===== config.mk =====
export PLATFORM = sky130hd
export DESIGN_NAME = bike_raster_flat
export DESIGN_NICKNAME = d
export VERILOG_FILES = /design/src/logic/tron_pkg.sv /design/src/logic/raster_if.sv /design/src/logic/bike_raster.sv /design/src/flat_wrapper.sv
export SDC_FILE = /design/constraint.sdc
export NUM_CORES = 1
export LEC_CHECK = 0
export BUFFER_PORTS_ARGS = -buffer_cell sky130_fd_sc_hd__buf_2
export CAP_MARGIN = 20
export CORE_MARGIN = 10
export CORE_UTILIZATION = 52
export DETAILED_ROUTE_END_ITERATION = 12
export GPL_TIMING_DRIVEN = 0
export HOLD_SLACK_MARGIN = 0.1
export PLACE_DENSITY = 0.77
export SLEW_MARGIN = 20
export SYNTH_ARGS = -nofsm -noshare
export SYNTH_HDL_FRONTEND = slang
export SYNTH_SLANG_ARGS = --single-unit
export TNS_END_PERCENT = 30

===== constraint.sdc =====
create_clock -name clk -period 4.78 [get_ports clk]
set_clock_uncertainty 0.1 [all_clocks]
set_input_delay 1.195 -clock clk [delete_from_list [all_inputs] [get_ports clk]]
set_output_delay 1.195 -clock clk [all_outputs]
set_load 0.01 [all_outputs]

===== src/logic/tron_pkg.sv =====
`default_nettype none

package tron_pkg;

	// coordinate and frame buffer word widths
	localparam int COORD_W = 10;
	localparam int WORD_W = 16;

	// bike heading as the game logic encodes it
	typedef enum logic [1:0]
	{
		DIR_UP,
		DIR_DOWN,
		DIR_LEFT,
		DIR_RIGHT
	} dir_t;

	// 4-bit palette index
	typedef logic [3:0] color_t;

	// free track where anything else counts as an obstacle
	localparam color_t COLOR_EMPTY = 4'd8;
	// bike body colours
	localparam color_t COLOR_BLUE = 4'd1;
	localparam color_t COLOR_RED = 4'd2;

	// box size along the heading
	localparam logic [COORD_W-1:0] BIKE_LEN = 10'd16;
	// box size across the heading
	localparam logic [COORD_W-1:0] BIKE_WIDTH = 10'd8;
	// nose offset across the heading from the box corner
	localparam logic [COORD_W-1:0] NOSE_SIDE = 10'd4;

endpackage

`default_nettype wire

===== src/logic/raster_if.sv =====
`timescale 1ns/1ps
`default_nettype none

interface raster_if import tron_pkg::*; ();

	// current beam position
	logic [COORD_W-1:0] draw_x;
	logic [COORD_W-1:0] draw_y;
	// position lies in the visible area
	logic active;
	// single pulse at (0,0)
	logic frame_start;

	// driven by the timing generator
	modport source (output draw_x, output draw_y, output active, output frame_start);

	// read by the pixel pipeline blocks
	modport sink (input draw_x, input draw_y, input active, input frame_start);

endinterface

`default_nettype wire


===== src/logic/bike_raster.sv =====
`timescale 1ns/1ps
`default_nettype none

module bike_raster import tron_pkg::*;
(
	input logic clk,
	input logic reset,
	raster_if.sink pos,
	input logic [COORD_W-1:0] blue_x,
	input logic [COORD_W-1:0] blue_y,
	input dir_t blue_dir,
	input logic [COORD_W-1:0] red_x,
	input logic [COORD_W-1:0] red_y,
	input dir_t red_dir,
	output color_t body_color,
	output logic body_hit,
	output logic blue_nose,
	output logic red_nose
);

	// wrap-around subtraction rejects pixels left of or above the corner
	function automatic logic body_cover(
		input logic [COORD_W-1:0] px,
		input logic [COORD_W-1:0] py,
		input logic [COORD_W-1:0] bx,
		input logic [COORD_W-1:0] by,
		input dir_t dir
	);
		logic [COORD_W-1:0] dx;
		logic [COORD_W-1:0] dy;
		logic vertical;
		dx = px - bx;
		dy = py - by;
		// long side follows the heading
		vertical = (dir == DIR_UP) || (dir == DIR_DOWN);
		if (vertical)
			return (dx < BIKE_WIDTH) && (dy < BIKE_LEN);
		return (dx < BIKE_LEN) && (dy < BIKE_WIDTH);
	endfunction

	// nose pixel one step past the front edge
	function automatic logic nose_at(
		input logic [COORD_W-1:0] px,
		input logic [COORD_W-1:0] py,
		input logic [COORD_W-1:0] bx,
		input logic [COORD_W-1:0] by,
		input dir_t dir
	);
		logic [COORD_W-1:0] nx;
		logic [COORD_W-1:0] ny;
		case (dir)
			DIR_UP:
			begin
				nx = bx + NOSE_SIDE;
				ny = by - COORD_W'(1);
			end
			DIR_DOWN:
			begin
				nx = bx + NOSE_SIDE;
				ny = by + BIKE_LEN;
			end
			DIR_LEFT:
			begin
				nx = bx - COORD_W'(1);
				ny = by + NOSE_SIDE;
			end
			default:
			begin
				nx = bx + BIKE_LEN;
				ny = by + NOSE_SIDE;
			end
		endcase
		return (px == nx) && (py == ny);
	endfunction

	logic blue_cover;
	logic red_cover;

	assign blue_cover = body_cover(pos.draw_x, pos.draw_y, blue_x, blue_y, blue_dir);
	assign red_cover = body_cover(pos.draw_x, pos.draw_y, red_x, red_y, red_dir);

	// one cycle behind the position to line up with the RAM read data
	always_ff @(posedge clk)
	begin
		if (reset)
		begin
			body_color <= '0;
			body_hit <= 1'b0;
			blue_nose <= 1'b0;
			red_nose <= 1'b0;
		end
		else
		begin
			// blue drawn on top where bodies overlap
			body_color <= blue_cover ? COLOR_BLUE : COLOR_RED;
			body_hit <= blue_cover || red_cover;
			blue_nose <= nose_at(pos.draw_x, pos.draw_y, blue_x, blue_y, blue_dir);
			red_nose <= nose_at(pos.draw_x, pos.draw_y, red_x, red_y, red_dir);
		end
	end

endmodule

`default_nettype wire


===== src/flat_wrapper.sv =====
// flat-port wrapper written by rule: the top's interface ports become plain ports
module bike_raster_flat import tron_pkg::*;
  (clk, reset, blue_x, blue_y, blue_dir, red_x, red_y, red_dir, body_color, body_hit, blue_nose, red_nose, pos_draw_x, pos_draw_y, pos_active, pos_frame_start);
  raster_if pos_i ();
  input logic clk;
  input logic reset;
  input logic [COORD_W-1:0] blue_x;
  input logic [COORD_W-1:0] blue_y;
  input dir_t blue_dir;
  input logic [COORD_W-1:0] red_x;
  input logic [COORD_W-1:0] red_y;
  input dir_t red_dir;
  output color_t body_color;
  output logic body_hit;
  output logic blue_nose;
  output logic red_nose;
  input wire logic [$bits(pos_i.draw_x)-1:0] pos_draw_x;
  input wire logic [$bits(pos_i.draw_y)-1:0] pos_draw_y;
  input wire logic [$bits(pos_i.active)-1:0] pos_active;
  input wire logic [$bits(pos_i.frame_start)-1:0] pos_frame_start;
  assign pos_i.draw_x = pos_draw_x;
  assign pos_i.draw_y = pos_draw_y;
  assign pos_i.active = pos_active;
  assign pos_i.frame_start = pos_frame_start;
  bike_raster u_core (.clk(clk), .reset(reset), .pos(pos_i), .blue_x(blue_x), .blue_y(blue_y), .blue_dir(blue_dir), .red_x(red_x), .red_y(red_y), .red_dir(red_dir), .body_color(body_color), .body_hit(body_hit), .blue_nose(blue_nose), .red_nose(red_nose));
endmodule

==> out/results.ini, run 1 <==
[synth]
ys_seq_area_share_pct = 2.72
ys_top_cells_by_area = ha_1, xnor2_1, xor2_1
syn_area_per_cell_um2 = 7.10
synth_cell_types = 70
synth_compound_area_share_pct = 25.6
synth_top_area_cell = ha_1
syn_inst = 519
synth-simple-area-share_pct = 24.0
synthAdderAreaFrac_pct = 17.7
yosysWarnings = 0
synth-seq-cells = 5
muxShareOfSynthArea_pct = 2.89
synth_common_cells = xnor2_1, ha_1, inv_1
yosys.area_share.xor_xnor_pct = 19.5
async_flop_share_pct = 0
synth_top_family_by_area = compound AO/OA/AOI/OAI gates
synth_flop_cell = dfxtp_1
synth_most_common_cell = xnor2_1
synth_edf_count = 0
syn-cell-area_um2 = 3690
synth_top_area_share_pct = 17.7

[setup_path]
cp_common_cell = a2111oi_0
worst-path-buf-inv = 1
crit_type = in -> reg
path_cells = buf_2 > ha_1 > a2111oi_0 > nor3_1 > mux2i_1 > a2111oi_0 > nand4_1 > nor2b_1
worst_setup_path_end_kind = flop
arrival_ns = 3.63
startpoint_type = input port
cpMaxStageDelayCell = a2111oi_0
slowest_delay_ns = 0.74
required_ns = 4.78
cp_top_family = compound AO/OA/AOI/OAI gates
critPathMaxFanout = 5

[routing]
wirelength_um = 11900
drtIter0Drc = 274
ant_nets = 0
vias = 4116
vias_per_cell = 6.00
drt_pass1_iterations = 7
wl_per_cell_um = 17.3
drc = 0

[placement]
portBuffers = 66
routabilityCongestion = 0.933
hpwl_um = 9980

[cts]
numCtsBuffers = 3
cts.sinks = 5
cts_tree = yes
cts_buffer_depth = 2
root_buffer = clkbuf_8
cts_hold_buffers = 0
cts_setup_buffers = 0
ctsResizeCount = 0
clk_pin_slew_ns = 0.04
htreeDepth = 1

[grt]
grt_pass1_wl_um = 19500
grt_pass1_vias = 4155
grt_use_total_pct = 20.8
grt-ovfl-total = 0
grt_max_degree = 11
antenna_found_initial = 0

[floorplan]
initial_utilization_pct = 54.0
io_pins = 75
die_h_um = 104
die_w_um = 104
fp-row-count = 30
core_um2 = 6830
design.die.area_um2 = 10900

[sta]
final-max-slew-violation-count = 0
setup_violations = 0
tns_ns = 0
slew_headroom_pct = 42.2
worst_slew_pin_slew_ns = 0.846
rsz0062_at_grt = no
fmax_mhz = 276
period_needed_ns = 3.62
fin_crit_sh_pct = 75.8
hold_viol = 0

[cells_and_area]
diodes = 0
synthToLayoutAreaGrowth_pct = 13.5
fin_util_pct = 61.3
drive_gt1_share_pct = 15.9
nets = 711

[pwr]
pwr-share-seq_pct = 7.6
p_int_mw = 0.283
p_leak_nw = 1.86
power_mw = 0.556
vdd_drop_max_uv = 50.4
p_sw_mw = 0.273
p_per_area_nw_per_um2 = 133
comb_power_share_pct = 78.1
p_clk_share_pct = 14.3
swShare_pct = 49.1

[run_status]
status = completed

[worst_hold_path]
hold_class = in -> reg

[run]
drv_cap = 0

final cells by class:
class	count	area, µm²
multi-input cells	450	3310
fillers	679	2650
repair buffers	66	330
inverters	52	195
well taps	96	120
flip-flops and latches	5	100
plain buffers	13	83.8
clock buffers	4	45.0
flip-flops by register name, summed over array words and instances, names as in the netlist:
register and count:
u_core.red_nose 1, u_core.body_color 2, u_core.blue_nose 1, u_core.body_hit 1
final timing paths:
| path | endpoint | cells past startpoint | from | slack, ns |
|---|---|---|---|---|
| worst min-delay path | u_core.body_color[1] | 2 | reset | 1.18 |
| worst max-delay path | u_core.body_color[1] | 8 | pos_draw_y[1] | 1.16 |
per-stage QoR:
step | setup slack (ns) | instance area, µm² | cells | hold WS (ns)
6_report | 1.16 | 4190 | 686 | 1.18
5_1_grt | 0.900 | 4190 | 686 | 1.19
3_3_place_gp | 0.969 | 4140 | 682 | 1.40
4_1_cts | 1.21 | 4190 | 686 | 1.17
3_5_place_dp | 1.03 | 4140 | 682 | 1.40
2_1_floorplan | 1.52 | 3690 | 520 | 1.17
cell families (layout without fill, tap and decap cells):
group	after synthesis	count (layout)
compound gates	140	140
flops	5	5
buf+inv	65	135
simple gates	165	165
mux	10	10
fa+ha+maj	52	52
other cells	1	2
xor+xnor	81	81
power groups by stage:
stage	Sequential [mW]	Clock [mW]	Combinational, mW
floorplan	0.0434	0	0.299
global placement	0.0431	0	0.417
detailed placement	0.0431	0	0.425
CTS	0.0425	0.0801	0.428
global route	0.0425	0.0830	0.480
finish	0.0425	0.0794	0.434
layer usage:
metal | global-route usage, % | part of all wire [%] | wire [µm]
met5 | 0 | 0 | 0
met4 | 7.65 | 3.4 | 398
met3 | 1.67 | 6.1 | 729
met2 | 37.3 | 49 | 5770
met1 | 24.9 | 42 | 4970
cells in the final DEF (no fill, tap or decap), types with 5 or more instances in the layout:
master,instances
o21ai_1,12
nor2_1,19
o21ai_0,25
xor2_1,24
a2111oi_0,5
nor3_1,12
o21bai_1,6
a21o_1,5
ha_1,52
dfxtp_1,5
a21oi_1,27
nand3_1,26
a211oi_1,5
nor4_1,12
clkbuf_1,5
a31oi_1,7
xnor2_1,56
nand4_1,7
nand2_1,43
nor2b_1,9
buf_2,70
mux2i_1,7
nand2b_1,10
inv_1,48
o21a_1,7
No activity file was read; power rests on OpenSTA's default activity.
==> run 2, diff against run 1 <==
--- a/config.mk
+++ b/config.mk
@@ -5,6 +5,7 @@
 export SDC_FILE = /design/constraint.sdc
 export NUM_CORES = 1
 export LEC_CHECK = 0
+export ABC_AREA = 1
 export BUFFER_PORTS_ARGS = -buffer_cell sky130_fd_sc_hd__buf_2
 export CAP_MARGIN = 20
 export CORE_MARGIN = 10
@@ -12,7 +13,7 @@
 export DETAILED_ROUTE_END_ITERATION = 12
 export GPL_TIMING_DRIVEN = 0
 export HOLD_SLACK_MARGIN = 0.1
-export PLACE_DENSITY = 0.77
+export PLACE_DENSITY = 0.75
 export SLEW_MARGIN = 20
 export SYNTH_ARGS = -nofsm -noshare
 export SYNTH_HDL_FRONTEND = slang
==> constraint.sdc (replaced) <==
create_clock -name clk -period 3.7 [get_ports clk]
set_clock_uncertainty 0.1 [all_clocks]
set_input_delay 0.925 -clock clk [delete_from_list [all_inputs] [get_ports clk]]
set_output_delay 0.925 -clock clk [all_outputs]
set_load 0.01 [all_outputs]
==> out/results.ini, run 2 <==
[run_status]
status = completed

[grt]
antenna_found_initial = 0
grt_pass1_vias = 5289
grt_max_degree = 11
top_usage_layer = met2
gr-usage-met3_pct = 2.20
grt_use_total_pct = 21.6
met2_usage_pct = 36.1
grtUsageMet1_pct = 28.6
grt-ovfl-total = 0
grt_pass1_wl_um = 24000

[synth]
synth-seq-cells = 5
synth_cell_types = 37
yosys.area_share.xor_xnor_pct = 4.18
synth_top_family_by_area = simple AND/OR/NAND/NOR gates
synth_edf_count = 0
syn_inst = 921
synth_compound_area_share_pct = 13.1
synth_most_common_cell = nand2_1
ys_top_cells_by_area = nand2_1, ha_1, nand3_1
synth_top_area_share_pct = 25.8
ys_seq_area_share_pct = 2.17
async_flop_share_pct = 0
synth-simple-area-share_pct = 52.9
synth_flop_cell = dfxtp_1
synthAdderAreaFrac_pct = 14.1
syn_area_per_cell_um2 = 5.01
syn-cell-area_um2 = 4610
synth_top_area_cell = nand2_1
synth_common_cells = nand2_1, inv_1, nand3_1
muxShareOfSynthArea_pct = 0
yosysWarnings = 0

[cells_and_area]
synthToLayoutAreaGrowth_pct = 11.4
final_common_cell = nand2_1
nets = 1115
final_cell_area_um2 = 5140
fin_util_pct = 59.2
drive_gt1_share_pct = 9.36
mostFrequentLayoutCells = nand2_1, inv_1, nand3_1
diodes = 0
regMostFlops = u_core.body_color
largest_reg_flops = 2

[pwr]
p_sw_mw = 0.443
pwr-share-seq_pct = 6.9
p_leak_nw = 3.09
p_int_mw = 0.360
vdd_drop_max_uv = 82.1
power_mw = 0.802
p_per_area_nw_per_um2 = 156
comb_power_share_pct = 80.7
swShare_pct = 55.2
p_clk_share_pct = 12.5

[sta]
setup_violations = 0
hold_viol = 0
fmax_mhz = 373
rsz0062_at_grt = no
period_needed_ns = 2.68
tns_ns = 0
final-max-slew-violation-count = 0
fin_crit_sh_pct = 72.5

[routing]
vias_per_cell = 5.29
vias = 5832
drt_pass1_iterations = 5
wirelength_um = 14500
ant_nets = 0
drtIter0Drc = 394
drc = 0
wl_per_cell_um = 13.1

[cts]
root_buffer = clkbuf_8
cts_tree = yes
clk_pin_slew_ns = 0.03
htreeDepth = 1
cts_hold_buffers = 0
numCtsBuffers = 3
cts.sinks = 5
ctsResizeCount = 0
cts_setup_buffers = 0
cts_buffer_depth = 2

[setup_path]
crit_type = in -> reg
startpoint_type = input port
worst_setup_path_end_kind = flop
critPathMaxFanout = 6
arrival_ns = 2.75
required_ns = 3.76

[floorplan]
io_pins = 75
fp-row-count = 34
core_um2 = 8680
design.die.area_um2 = 13000
die_h_um = 114
initial_utilization_pct = 53.2
die_w_um = 114

[worst_hold_path]
hold_class = in -> reg

[run]
drv_cap = 0

[placement]
portBuffers = 68
routabilityCongestion = 0.944
hpwl_um = 12400
place_area_um2 = 5090

[run 2: path summary, 6_finish.rpt]
check | start | end | depth (start not counted)
setup / recovery | red_y[4] | u_core.body_hit | 14
hold / removal | pos_draw_x[9] | u_core.blue_nose | 4
[run 2: cell families (layout without fill, tap and decap cells)]
| group | count (synthesis) | after routing |
|---|---|---|
| compound gates | 111 | 111 |
| xor+xnor | 22 | 22 |
| fa+ha+maj | 52 | 52 |
| buf+inv | 156 | 228 |
| flops | 5 | 5 |
| other cells | 1 | 2 |
| simple gates | 574 | 574 |
[run 2: per-layer routing]
metal / vias to the layer above / wire length (µm) / share of wire [%]
li1: 3122 / - / -
met1: 2497 / 6420 / 44
met2: 193 / 6640 / 46
met3: 20 / 1050 / 7.3
met4: 0 / 350 / 2.4
met5: - / 0 / 0
[run 2: through the flow]
stage                     setup slack, ns  hold WS [ns]  std cells
after floorplan                      1.26         0.991        922
after global placement              0.821          1.21       1098
after detailed placement            0.809          1.21       1098
after CTS                            1.04         0.975       1102
after global routing                0.799          1.02       1102
final                                1.02         0.983       1102
[run 2: cell type report]
| cell class | instances | area, µm² |
|---|---|---|
| timing repair buffer | 68 | 340 |
| fill | 975 | 3540 |
| buffer | 9 | 70.1 |
| tap | 108 | 135 |
| sequential | 5 | 100 |
| clock buffer | 4 | 45.0 |
| multi-input combinational | 761 | 3890 |
| inverter | 147 | 552 |
[run 2: critical path, cell delays in order]
cell and delay [ns]:
buf_2 0.14, inv_1 0.09, ha_1 0.35, a21oi_1 0.28, o21ai_0 0.13, nand2_1 0.07, nand3_1 0.07, nand2_1 0.06
o21ai_0 0.18, nor2_1 0.18, nand2_1 0.06, nor2_1 0.09, nand2_1 0.06, nand2_1 0.05
[run 2: power groups by stage]
stage | Clock [mW] | Combinational, mW | Sequential [mW]
2_1_floorplan | 0 | 0.452 | 0.0561
3_3_place_gp | 0 | 0.630 | 0.0557
3_5_place_dp | 0 | 0.637 | 0.0558
4_1_cts | 0.104 | 0.640 | 0.0550
5_1_grt | 0.113 | 0.743 | 0.0549
6_report | 0.100 | 0.647 | 0.0550
