$ cat src/logic/tron_pkg.sv
`default_nettype none

package tron_pkg;

	// coordinate and frame buffer word widths
	localparam int COORD_W = 10;
	localparam int WORD_W = 16;

	// bike heading as the game logic encodes it
	typedef enum logic [1:0]
	{
		DIR_UP,
		DIR_DOWN,
		DIR_LEFT,
		DIR_RIGHT
	} dir_t;

	// 4-bit palette index
	typedef logic [3:0] color_t;

	// free track where anything else counts as an obstacle
	localparam color_t COLOR_EMPTY = 4'd8;
	// bike body colours
	localparam color_t COLOR_BLUE = 4'd1;
	localparam color_t COLOR_RED = 4'd2;

	// box size along the heading
	localparam logic [COORD_W-1:0] BIKE_LEN = 10'd16;
	// box size across the heading
	localparam logic [COORD_W-1:0] BIKE_WIDTH = 10'd8;
	// nose offset across the heading from the box corner
	localparam logic [COORD_W-1:0] NOSE_SIDE = 10'd4;

endpackage

`default_nettype wire
$ cat src/logic/raster_if.sv
`timescale 1ns/1ps
`default_nettype none

interface raster_if import tron_pkg::*; ();

	// current beam position
	logic [COORD_W-1:0] draw_x;
	logic [COORD_W-1:0] draw_y;
	// position lies in the visible area
	logic active;
	// single pulse at (0,0)
	logic frame_start;

	// driven by the timing generator
	modport source (output draw_x, output draw_y, output active, output frame_start);

	// read by the pixel pipeline blocks
	modport sink (input draw_x, input draw_y, input active, input frame_start);

endinterface

`default_nettype wire

$ cat src/logic/raster_timing.sv
`timescale 1ns/1ps
`default_nettype none

module raster_timing import tron_pkg::*;
#(
	parameter int H_ACTIVE = 640,
	parameter int V_ACTIVE = 480,
	parameter int H_TOTAL = 800,
	parameter int V_TOTAL = 525
)
(
	input logic clk,
	input logic reset,
	raster_if.source pos,
	output logic hsync,
	output logic vsync
);

	// sync pulse sits in the middle half of each blanking gap
	localparam int H_SYNC_START = H_ACTIVE + (H_TOTAL - H_ACTIVE) / 4;
	localparam int H_SYNC_END = H_SYNC_START + (H_TOTAL - H_ACTIVE) / 2;
	localparam int V_SYNC_START = V_ACTIVE + (V_TOTAL - V_ACTIVE) / 4;
	localparam int V_SYNC_END = V_SYNC_START + (V_TOTAL - V_ACTIVE) / 2;

	logic [COORD_W-1:0] h_count;
	logic [COORD_W-1:0] v_count;

	// column counter wraps at H_TOTAL and the row steps on each wrap
	always_ff @(posedge clk)
	begin
		if (reset)
		begin
			h_count <= '0;
			v_count <= '0;
		end
		else if (h_count == COORD_W'(H_TOTAL - 1))
		begin
			h_count <= '0;
			// last row of the frame
			if (v_count == COORD_W'(V_TOTAL - 1))
				v_count <= '0;
			else
				v_count <= v_count + 1'b1;
		end
		else
			h_count <= h_count + 1'b1;
	end

	// position goes straight out of the counter registers
	assign pos.draw_x = h_count;
	assign pos.draw_y = v_count;
	assign pos.active = (h_count < COORD_W'(H_ACTIVE)) && (v_count < COORD_W'(V_ACTIVE));
	assign pos.frame_start = (h_count == '0) && (v_count == '0);

	// active low syncs aligned with the position
	assign hsync = !((h_count >= COORD_W'(H_SYNC_START)) && (h_count < COORD_W'(H_SYNC_END)));
	assign vsync = !((v_count >= COORD_W'(V_SYNC_START)) && (v_count < COORD_W'(V_SYNC_END)));

endmodule

`default_nettype wire

$ cat src/flat_wrapper.sv
// flat-port wrapper written by rule: the top's interface ports become plain ports
module raster_timing_flat import tron_pkg::*;
#(
	parameter int H_ACTIVE = 640,
	parameter int V_ACTIVE = 480,
	parameter int H_TOTAL = 800,
	parameter int V_TOTAL = 525
)
  (clk, reset, hsync, vsync, pos_draw_x, pos_draw_y, pos_active, pos_frame_start);
  raster_if pos_i ();
  input logic clk;
  input logic reset;
  output logic hsync;
  output logic vsync;
  output wire logic [$bits(pos_i.draw_x)-1:0] pos_draw_x;
  output wire logic [$bits(pos_i.draw_y)-1:0] pos_draw_y;
  output wire logic [$bits(pos_i.active)-1:0] pos_active;
  output wire logic [$bits(pos_i.frame_start)-1:0] pos_frame_start;
  assign pos_draw_x = pos_i.draw_x;
  assign pos_draw_y = pos_i.draw_y;
  assign pos_active = pos_i.active;
  assign pos_frame_start = pos_i.frame_start;
  raster_timing #(.H_ACTIVE(H_ACTIVE), .V_ACTIVE(V_ACTIVE), .H_TOTAL(H_TOTAL), .V_TOTAL(V_TOTAL)) u_core (.clk(clk), .reset(reset), .pos(pos_i), .hsync(hsync), .vsync(vsync));
endmodule
$ cat config.mk
export PLATFORM = sky130hd
export DESIGN_NAME = raster_timing_flat
export DESIGN_NICKNAME = d
export VERILOG_FILES = /design/src/logic/tron_pkg.sv /design/src/logic/raster_if.sv /design/src/logic/raster_timing.sv /design/src/flat_wrapper.sv
export SDC_FILE = /design/constraint.sdc
export NUM_CORES = 1
export LEC_CHECK = 0
export ABC_CLOCK_PERIOD_IN_PS = 4100
export BUFFER_PORTS_ARGS = -buffer_cell sky130_fd_sc_hd__clkbuf_2
export CAP_MARGIN = 10
export CELL_PAD_IN_SITES_DETAIL_PLACEMENT = 1
export CELL_PAD_IN_SITES_GLOBAL_PLACEMENT = 2
export CORE_UTILIZATION = 32
export CTS_BUF_LIST = sky130_fd_sc_hd__clkbuf_16
export DETAILED_ROUTE_END_ITERATION = 7
export GPL_TIMING_DRIVEN = 0
export HOLD_SLACK_MARGIN = 0.08
export PLACE_DENSITY = 0.88
export SLEW_MARGIN = 25
export SYNTH_ARGS = -nofsm -noshare
export SYNTH_HDL_FRONTEND = slang
export SYNTH_SLANG_ARGS = --single-unit
export TNS_END_PERCENT = 10
$ cat constraint.sdc
create_clock -name clk -period 4.1 [get_ports clk]
set_input_delay 0.41 -clock clk [delete_from_list [all_inputs] [get_ports clk]]
set_output_delay 0.41 -clock clk [all_outputs]
set_load 0.01 [all_outputs]
==> results of run 1 <==
area by class of cell:
cell class / instances / area, µm² / area share (%)
buffer: 6 / 36.28 / 2.673
clock buffer: 3 / 75.07 / 5.530
clock inverter: 1 / 3.754 / 0.2765
inverter: 11 / 41.29 / 3.041
multi-input combinational: 97 / 620.6 / 45.71
sequential: 20 / 400.4 / 29.49
tap: 44 / 55.05 / 4.055
timing repair buffer: 25 / 125.1 / 9.217
cells in the final DEF (no fill, tap or decap), types with 2 or more instances in the layout:
cell       count
or4_4          2
ha_1           5
clkbuf_16      3
nor3_1         4
nor4_1         9
inv_1         11
xor2_1         2
nand3_1        8
xnor2_1       12
nand4_1        4
o21ai_0        3
a21oi_1        2
dfxtp_1       20
clkbuf_1       2
mux2i_1        2
nor2_1        24
nand2_1        7
clkbuf_2      27
logic make-up (layout without fill, tap and decap cells):
group / Yosys count / after routing / share of synthesized area [%]
compound gates: 11 / 11 / 7.859
xor+xnor: 14 / 14 / 11.16
fa+ha+maj: 5 / 5 / 5.695
buf+inv: 17 / 46 / 7.062
flops: 20 / 20 / 36.45
mux: 2 / 2 / 1.822
simple gates: 65 / 65 / 29.96
metrics by stage:
stage                     hold WS [ns]  power [W]
after floorplan                 0.4806  0.0002169
after detailed placement        0.4750  0.0002264
final                           0.4496  0.0004259
after CTS                       0.4500  0.0004329
after global routing            0.4641  0.0004471
after global placement          0.4614  0.0002256
sequential cells by signal (all words and copies together) (netlist names):
name	flops
u_core.pos.draw_x	10
u_core.pos.draw_y	10
worst max-delay path by stage:
| stage | from | end | slack, ns |
|---|---|---|---|
| 6_report | u_core.pos.draw_x[0] | u_core.pos.draw_y[0] | 1.91 |
| 3_5_place_dp | u_core.pos.draw_x[0] | u_core.pos.draw_y[0] | 1.90 |
| 4_1_cts | u_core.pos.draw_x[0] | u_core.pos.draw_y[0] | 1.88 |
| 2_1_floorplan | u_core.pos.draw_x[6] | u_core.pos.draw_y[9] | 2.10 |
| 5_1_grt | u_core.pos.draw_x[0] | u_core.pos.draw_x[2] | 1.66 |
| 3_3_place_gp | u_core.pos.draw_x[0] | u_core.pos.draw_y[6] | 1.93 |
report_power, final:
group	total (W)	internal [W]	leakage (nW)	switching [W]
logic	0.0000214	0.00000882	0.336	0.0000126
registers	0.000200	0.000197	0.162	0.00000321
clock network	0.000204	0.000130	0.0385	0.0000742
per-layer routing:
metal | part of all wire (%) | vias up
li1 | - | 518
met1 | 48 | 484
met2 | 47 | 23
met3 | 3.7 | 5
met4 | 1.7 | 0
met5 | 0 | -
synthesized netlist by cell type (2+ instances only):
library cell	number	area [µm²]
nor2_1	24	90.09
dfxtp_1	20	400.4
xnor2_1	12	105.1
inv_1	11	41.29
nor4_1	9	56.30
nand3_1	8	40.04
nand2_1	7	26.28
ha_1	5	62.56
nand4_1	4	25.02
nor3_1	4	20.02
o21ai_0	3	15.01
a21oi_1	2	10.01
clkbuf_1	2	7.510
clkbuf_2	2	10.01
mux2i_1	2	20.02
or4_4	2	22.52
xor2_1	2	17.52
==> results by group, run 1 <==
Setup path
  • Crit Path Max Fanout: 10
  • Slowest CP cell: or4_4
  • Kind of critical path: reg2reg
  • CP cell instances: ha_1, nand4_1, clkbuf_1, or4_4, o31ai_4, nor2_1
  • Critical Path AT: 2.32 ns
  • Buffers & Inverters on Critical Path: 1
  • Worst path depth: 6
  • Startpoint types: register
  • Critical Path RT: 4.23 ns
  • Nature of the critical path endpoint: register
  • Crit path largest cell delay: 0.55 ns
  • Family with the most delay on the worst path: simple AND/OR/NAND/NOR gates
  • Critical R2R Capture: u_core.pos.draw_y[0]
  • Worst Reg-to-Reg Cells: 6
  • R2r startpoint: u_core.pos.draw_x[0]
  • Worst R2R Setup Slack: 1.91 ns

Floorplan
  • Starting Density: 34.84%
  • Die footprint: 0.003671 mm²
  • # IOs: 26
  • Die Ht: 60.59 µm
  • Core ar.: 0.003153 mm²
  • Die X: 60.59 µm
  • Row Count: 20

CTS
  • Hold_buf cts: 0
  • TritonCTS clock tree: done
  • Postcts setup bufs: 0
  • Clock root buffer: clkbuf_16
  • Clock latency on the worst-skew pair: 0.25 ns
  • Worst-path clk slew: 0.06 ns
  • Clk sinks: 20
  • CTS H-tree lvls: 1
  • Resize count post-CTS: 0
  • Clock buffer depth: 2
  • CTS buffer count: 3

STA
  • Worst Skew: 0.001922 ns
  • Worst Tran Pin Value: 0.5688 ns
  • Final WS setup: 1.907 ns
  • TNS Setup: 0 ns
  • Final setup vio count: 0
  • Final min period: 2.193 ns
  • Fmax: 0.4559 GHz
  • Fin. Hold Viols: 0
  • Slew HR: 61.73%
  • Tcrit/Tclk final: 53.50%
  • Max Slew Vio Count: 0
  • RSZ-0062 raised after global routing: no

Logic synthesis
  • Mapped Area: 0.001099 mm²
  • Synth warn: 0
  • Avg Cell Area, Syn: 8.198 µm²
  • Post-synth top flop: dfxtp_1
  • Post-Syn Instances: 134
  • Yosys cell types: 32
  • FF+latch count, synth: 20
  • Post-Syn Nets: 141
  • Sequential element share of the synthesized area: 36.45%
  • FFs w/ async S/R, synth: 0%
  • EDFF count, synth: 0

Drt
  • DRT Wirelength: 2.788 mm
  • Detailed-route via count: 1030
  • Via-to-Cell Ratio: 4.976
  • DR WL/cell: 13.47 µm
  • # DRC: 0
  • Routed Antenna Nets: 0
  • Iter 0 DRT Violations: 27
  • First-pass DRT Iterations: 2

Power
  • Pwr Density: 313.7 mW/mm²
  • VDD IR max: 0.1538 mV
  • LEAKAGE: 0.5362 nW

Placed design
  • # port buffers: 25
  • Placement Cell Area: 0.001279 mm²
  • Final HPWL DP: 2.149 mm
  • GPL Wtd Cong: 0.7777
  • Placed cells: 203
  • Post-place setup slack: 1.904 ns

Global route
  • Remaining Overflow, GRT: 0
  • GRT Total Usage: 17.85%
  • First-pass GRT wire length: 4.747 mm
  • Largest net degree at the start of global routing: 12
  • Met3 usage in global routing: 2.559%
  • Initial antenna violation count: 0
  • Top Usage Layer GRT: met2
  • Vias in the first global route: 976
  • Met2 Usage GRT: 28.10%
  • Grt met1 use: 24.35%

Cells and area
  • Post-route cell area: 0.001358 mm²
  • Share of layout cells above drive strength 1: 22.70%
  • Antenna diode count: 0
  • Fill cell count: 417
  • Post-layout utilization of the core: 43.06%
  • Cell Count, Final, Fillers Out: 207
  • Fin nets: 171
  • Synth-to-layout area growth: 23.58%

Worst hold path
  • Hold depth: 2
  • Hold Crit Class: in2reg
  • Hold EP: u_core.pos.draw_x[6]
  • Origin of the worst min-delay path: reset

Run status
  • Outcome: complete, no violations

Run
  • Max Cap Viol: 0
No activity file was read; power rests on OpenSTA's default activity.
==> inputs of run 2 (changes only) <==
--- a/config.mk
+++ b/config.mk
@@ -5,17 +5,17 @@
 export SDC_FILE = /design/constraint.sdc
 export NUM_CORES = 1
 export LEC_CHECK = 0
-export ABC_CLOCK_PERIOD_IN_PS = 4100
+export ABC_CLOCK_PERIOD_IN_PS = 1900
 export BUFFER_PORTS_ARGS = -buffer_cell sky130_fd_sc_hd__clkbuf_2
 export CAP_MARGIN = 10
 export CELL_PAD_IN_SITES_DETAIL_PLACEMENT = 1
 export CELL_PAD_IN_SITES_GLOBAL_PLACEMENT = 2
-export CORE_UTILIZATION = 32
+export CORE_UTILIZATION = 27
 export CTS_BUF_LIST = sky130_fd_sc_hd__clkbuf_16
 export DETAILED_ROUTE_END_ITERATION = 7
 export GPL_TIMING_DRIVEN = 0
 export HOLD_SLACK_MARGIN = 0.08
-export PLACE_DENSITY = 0.88
+export PLACE_DENSITY = 0.8
 export SLEW_MARGIN = 25
 export SYNTH_ARGS = -nofsm -noshare
 export SYNTH_HDL_FRONTEND = slang
==> constraint.sdc (replaced) <==
create_clock -name clk -period 1.9 [get_ports clk]
set_input_delay 0.19 -clock clk [delete_from_list [all_inputs] [get_ports clk]]
set_output_delay 0.19 -clock clk [all_outputs]
set_load 0.01 [all_outputs]
==> results by group, run 2 (same netlist as run 1, synthesis figures left out) <==
Run status
  • Outcome: finished with violations
  • Failing checks: setup timing

Power
  • Sequential share of power: 46.7%
  • Sw Ratio: 21.23%
  • Clock power share: 46.9%
  • LEAKAGE: 0.5907 nW
  • Pwr Density: 606.8 mW/mm²
  • Logic gate share of total power: 6.4%
  • P_sw: 0.0001960 W
  • VDD IR max: 0.4248 mV
  • P_int: 0.0007272 W

Drt
  • # DRC: 0
  • Via-to-Cell Ratio: 4.968
  • Routed Antenna Nets: 0
  • Iter 0 DRT Violations: 27
  • Detailed-route via count: 1083
  • DRT Wirelength: 3.080 mm
  • First-pass DRT Iterations: 4
  • DR WL/cell: 14.13 µm

STA
  • Final min period: 1.940 ns
  • Slew HR: 58.87%
  • Final setup vio count: 6
  • Tcrit/Tclk final: 102.1%
  • Fin. Hold Viols: 0
  • Worst Skew: 0.002761 ns
  • TNS Setup: -0.06925 ns
  • Max Slew Vio Count: 0
  • Final WS setup: -0.04033 ns
  • Worst Tran Pin Value: 0.6112 ns
  • RSZ-0062 raised after global routing: yes
  • Fmax: 0.5154 GHz

Global route
  • Grt met1 use: 19.08%
  • Met3 usage in global routing: 3.793%
  • GRT Total Usage: 15.37%
  • Vias in the first global route: 1060
  • Largest net degree at the start of global routing: 11
  • Top Usage Layer GRT: met2
  • Met2 Usage GRT: 26.91%
  • Remaining Overflow, GRT: 0
  • Initial antenna violation count: 0
  • First-pass GRT wire length: 5.057 mm

CTS
  • CTS H-tree lvls: 1
  • Clock root buffer: clkbuf_16
  • Worst-path clk slew: 0.06 ns
  • Clock buffer depth: 2
  • Clk sinks: 20
  • TritonCTS clock tree: done
  • Clock latency on the worst-skew pair: 0.25 ns
  • CTS buffer count: 3

Placed design
  • Placement Cell Area: 0.001286 mm²
  • # port buffers: 25
  • Final HPWL DP: 2.106 mm
  • GPL Wtd Cong: 0.7915

Cells and area
  • Fin nets: 179
  • Share of layout cells above drive strength 1: 37.06%
  • Synth-to-layout area growth: 38.50%
  • Most frequent cells in the layout: 26 x clkbuf_2, 23 x nor2_1, 15 x dfxtp_1
  • Commonest non-fill, non-tap cell in the layout: clkbuf_2
  • Post-route cell area: 0.001521 mm²
  • Antenna diode count: 0

Floorplan
  • Die footprint: 0.004328 mm²
  • Starting Density: 29.13%
  • Die Ht: 65.79 µm
  • Die X: 65.79 µm
  • Core ar.: 0.003771 mm²
  • # IOs: 26
  • Row Count: 22

Setup path
  • Critical Path RT: 2.09 ns
  • Kind of critical path: reg2reg
  • Nature of the critical path endpoint: register
  • Startpoint types: register
  • Critical Path AT: 2.13 ns
  • Crit Path Max Fanout: 5

Worst hold path
  • Hold Crit Class: in2reg

Run
  • Max Cap Viol: 0
-- run 2: changes by cell type in the layout (fill, tap and decap cells not counted), sizes merged --
cell / change
buf: +10
clkbuf: -2
clkinv: -1
-- run 2: power groups by stage --
stage	logic (W)	clock network (W)	registers, W
after floorplan	0.0000255	0	0.000442
after global routing	0.0000653	0.000466	0.000433
final	0.0000591	0.000433	0.000431
after global placement	0.0000459	0	0.000441
after CTS	0.0000532	0.000450	0.000430
after detailed placement	0.0000483	0	0.000441
-- run 2: area by class of cell --
| cell class | instances | area [µm²] |
|---|---|---|
| plain buffers | 6 | 47.55 |
| clock buffers | 3 | 75.07 |
| fillers | 449 | 2250 |
| inverters | 11 | 41.29 |
| multi-input cells | 97 | 688.2 |
| flip-flops and latches | 20 | 416.7 |
| well taps | 48 | 60.06 |
| repair buffers | 33 | 192.7 |
-- run 2: repair_timing --
action                                  CTS  global route
buffers inserted                          5             3
hold buffers                              0             0
endpoints found under the setup margin   18            11
resized for setup                        12            17
pin swaps                                 3             8
-- run 2: path summary, 6_finish.rpt --
check / startpoint / slack [ns] / endpoint / cells past startpoint
max: u_core.pos.draw_x[7] / -0.04 / u_core.pos.draw_y[9] / 5
min: reset / 0.22 / u_core.pos.draw_x[6] / 2
max reg2reg: u_core.pos.draw_x[7] / -0.04 / u_core.pos.draw_y[9] / 5
min reg2reg: u_core.pos.draw_x[0] / 0.46 / u_core.pos.draw_x[0] / 1
-- run 2: metrics by stage --
stage	std cells	worst slack, ns	power (W)	utilization (%)	hold WS [ns]
6_report	218	-0.04033	0.0009232	40.35	0.2178
5_1_grt	218	-0.1234	0.0009644	40.35	0.2352
4_1_cts	215	-0.1048	0.0009332	37.99	0.2094
3_5_place_dp	207	-0.3529	0.0004896	34.11	0.4817
3_3_place_gp	207	-0.2638	0.0004866	34.11	0.4619
2_1_floorplan	134	-0.04831	0.0004679	-	0.2550
-- run 2: per-layer routing --
layer	wire length (µm)	share of wire, %
met3	108	3.5
met2	1542	50
met4	15	0.49
met1	1414	46
met5	0	0
-- run 2: critical path: stages (launching register included) --
cell     delay (ns)
dfxtp_4        0.34
or3_4          0.38
buf_6          0.14
or4_4          0.42
or4_4          0.49
a21oi_2        0.12
==> inputs of run 3 (changes only) <==
--- a/config.mk
+++ b/config.mk
@@ -16,7 +16,8 @@
 export GPL_TIMING_DRIVEN = 0
 export HOLD_SLACK_MARGIN = 0.08
 export PLACE_DENSITY = 0.8
-export SLEW_MARGIN = 25
+export SETUP_SLACK_MARGIN = 0.15
+export SLEW_MARGIN = 10
 export SYNTH_ARGS = -nofsm -noshare
 export SYNTH_HDL_FRONTEND = slang
 export SYNTH_SLANG_ARGS = --single-unit
==> results by group, run 3 (same netlist as run 1, synthesis figures left out) <==
Setup path
  • Startpoint types: register
  • R2r startpoint: u_core.pos.draw_x[7]
  • Worst R2R Setup Slack: -0.03 ns
  • Critical R2R Capture: u_core.pos.draw_y[9]
  • Kind of critical path: reg2reg
  • Critical Path RT: 2.09 ns
  • Worst Reg-to-Reg Cells: 5
  • Crit Path Max Fanout: 5
  • Nature of the critical path endpoint: register
  • Critical Path AT: 2.13 ns
  • Critical path startpoint: u_core.pos.draw_x[7]

STA
  • Max Slew Vio Count: 0
  • Worst hold slack: 0.2096 ns
  • Worst Skew: 0.005599 ns
  • Slew HR: 70.96%
  • Final WS setup: -0.03389 ns
  • Tcrit/Tclk final: 101.8%
  • TNS Setup: -0.05893 ns
  • Final min period: 1.934 ns
  • Final setup vio count: 5
  • Worst Tran Pin Value: 0.4320 ns
  • RSZ-0062 raised after global routing: yes
  • Fin. Hold Viols: 0
  • Fmax: 0.5171 GHz

Power
  • Pwr Density: 611.7 mW/mm²
  • Clock power share: 47.2%
  • Sequential share of power: 46.3%
  • Sw Ratio: 21.70%
  • VDD IR max: 0.4234 mV
  • P_int: 0.0007287 W
  • LEAKAGE: 0.5872 nW
  • Logic gate share of total power: 6.4%
  • P_sw: 0.0002020 W

Drt
  • Routed Antenna Nets: 0
  • First-pass DRT Iterations: 4
  • Detailed-route via count: 1081
  • DR WL/cell: 14.48 µm
  • Iter 0 DRT Violations: 36
  • DRT Wirelength: 3.143 mm
  • Via-to-Cell Ratio: 4.982
  • # DRC: 0

CTS
  • Hold_buf cts: 0
  • TritonCTS clock tree: done
  • Worst-path clk slew: 0.06 ns
  • Clock root buffer: clkbuf_16
  • Clock buffer depth: 2
  • CTS H-tree lvls: 1
  • Clk sinks: 20
  • Clock latency on the worst-skew pair: 0.25 ns
  • CTS buffer count: 3

Cells and area
  • Commonest non-fill, non-tap cell in the layout: clkbuf_2
  • Antenna diode count: 0
  • Post-layout utilization of the core: 40.35%
  • Fin nets: 178
  • Share of layout cells above drive strength 1: 37.28%
  • Most frequent cells in the layout: 25 x clkbuf_2, 24 x nor2_1, 15 x dfxtp_1
  • Post-route cell area: 0.001521 mm²
  • Synth-to-layout area growth: 38.50%

Global route
  • Initial antenna violation count: 0
  • Remaining Overflow, GRT: 0
  • GRT Total Usage: 15.37%
  • Vias in the first global route: 1055
  • Largest net degree at the start of global routing: 11
  • First-pass GRT wire length: 5.057 mm

Floorplan
  • # IOs: 26
  • Die X: 65.79 µm
  • Core ar.: 0.003771 mm²
  • Die Ht: 65.79 µm
  • Die footprint: 0.004328 mm²
  • Starting Density: 29.13%
  • Row Count: 22

Worst hold path
  • Hold depth: 2
  • Hold Crit Class: in2reg
  • Hold EP: u_core.pos.draw_x[6]
  • Origin of the worst min-delay path: reset

Run status
  • Failing checks: setup timing
  • Outcome: finished with violations

Placed design
  • Placement Cell Area: 0.001286 mm²
  • Post-place setup slack: -0.3529 ns
  • GPL Wtd Cong: 0.7915
  • Final HPWL DP: 2.106 mm
  • # port buffers: 25

Run
  • Max Cap Viol: 0
## run 3: cell type report
class / instances / area (µm²)
Buffer: 5 / 42.54
Fill cell: 459 / 2250
Multi-Input combinational cell: 97 / 693.2
Inverter: 11 / 41.29
Tap cell: 48 / 60.06
Timing Repair Buffer: 33 / 192.7
Clock buffer: 3 / 75.07
Sequential cell: 20 / 416.7
## run 3: worst max-delay path, stage by stage (launching register included)
cell and delay, ns:
dfxtp_4 0.34, or3_4 0.37, buf_6 0.14, or4_4 0.42, or4_4 0.49, a21oi_2 0.12
## run 3: power by group through the flow
stage	clock, W	combinational [W]	sequential (W)
6_report	0.000439	0.0000598	0.000431
5_1_grt	0.000466	0.0000659	0.000433
4_1_cts	0.000450	0.0000524	0.000430
3_5_place_dp	0	0.0000483	0.000441
3_3_place_gp	0	0.0000459	0.000441
2_1_floorplan	0	0.0000255	0.000442
## run 3: routing by layer
| layer | routed length, µm | up-vias | track usage (%) |
|---|---|---|---|
| met5 | 0 | - | 0 |
| met4 | 15 | 0 | 2.446 |
| met3 | 103 | 2 | 3.793 |
| met2 | 1640 | 22 | 26.91 |
| met1 | 1383 | 523 | 19.08 |
| li1 | - | 534 | - |
## run 3: how the worst max path moves through the flow
stage,endpoint,slack [ns],cells after the start
after floorplan,u_core.pos.draw_y[9],-0.05,5
after global placement,u_core.pos.draw_x[7],-0.26,7
after detailed placement,u_core.pos.draw_x[7],-0.35,7
after CTS,u_core.pos.draw_y[9],-0.10,5
after global routing,u_core.pos.draw_y[9],-0.08,5
final,u_core.pos.draw_y[9],-0.03,5
## run 3: stage by stage
stage	total power, W	std cells
2_1_floorplan	0.0004679	134
3_3_place_gp	0.0004866	207
3_5_place_dp	0.0004896	207
4_1_cts	0.0009323	214
5_1_grt	0.0009648	217
6_report	0.0009307	217
## run 3: timing repair
item / CTS / global route
setup buffers: 5 / 3
gates resized for setup: 11 / 18
pin swaps: 4 / 8
setup endpoints to repair: 20 / 18
cloned: 0 / 0
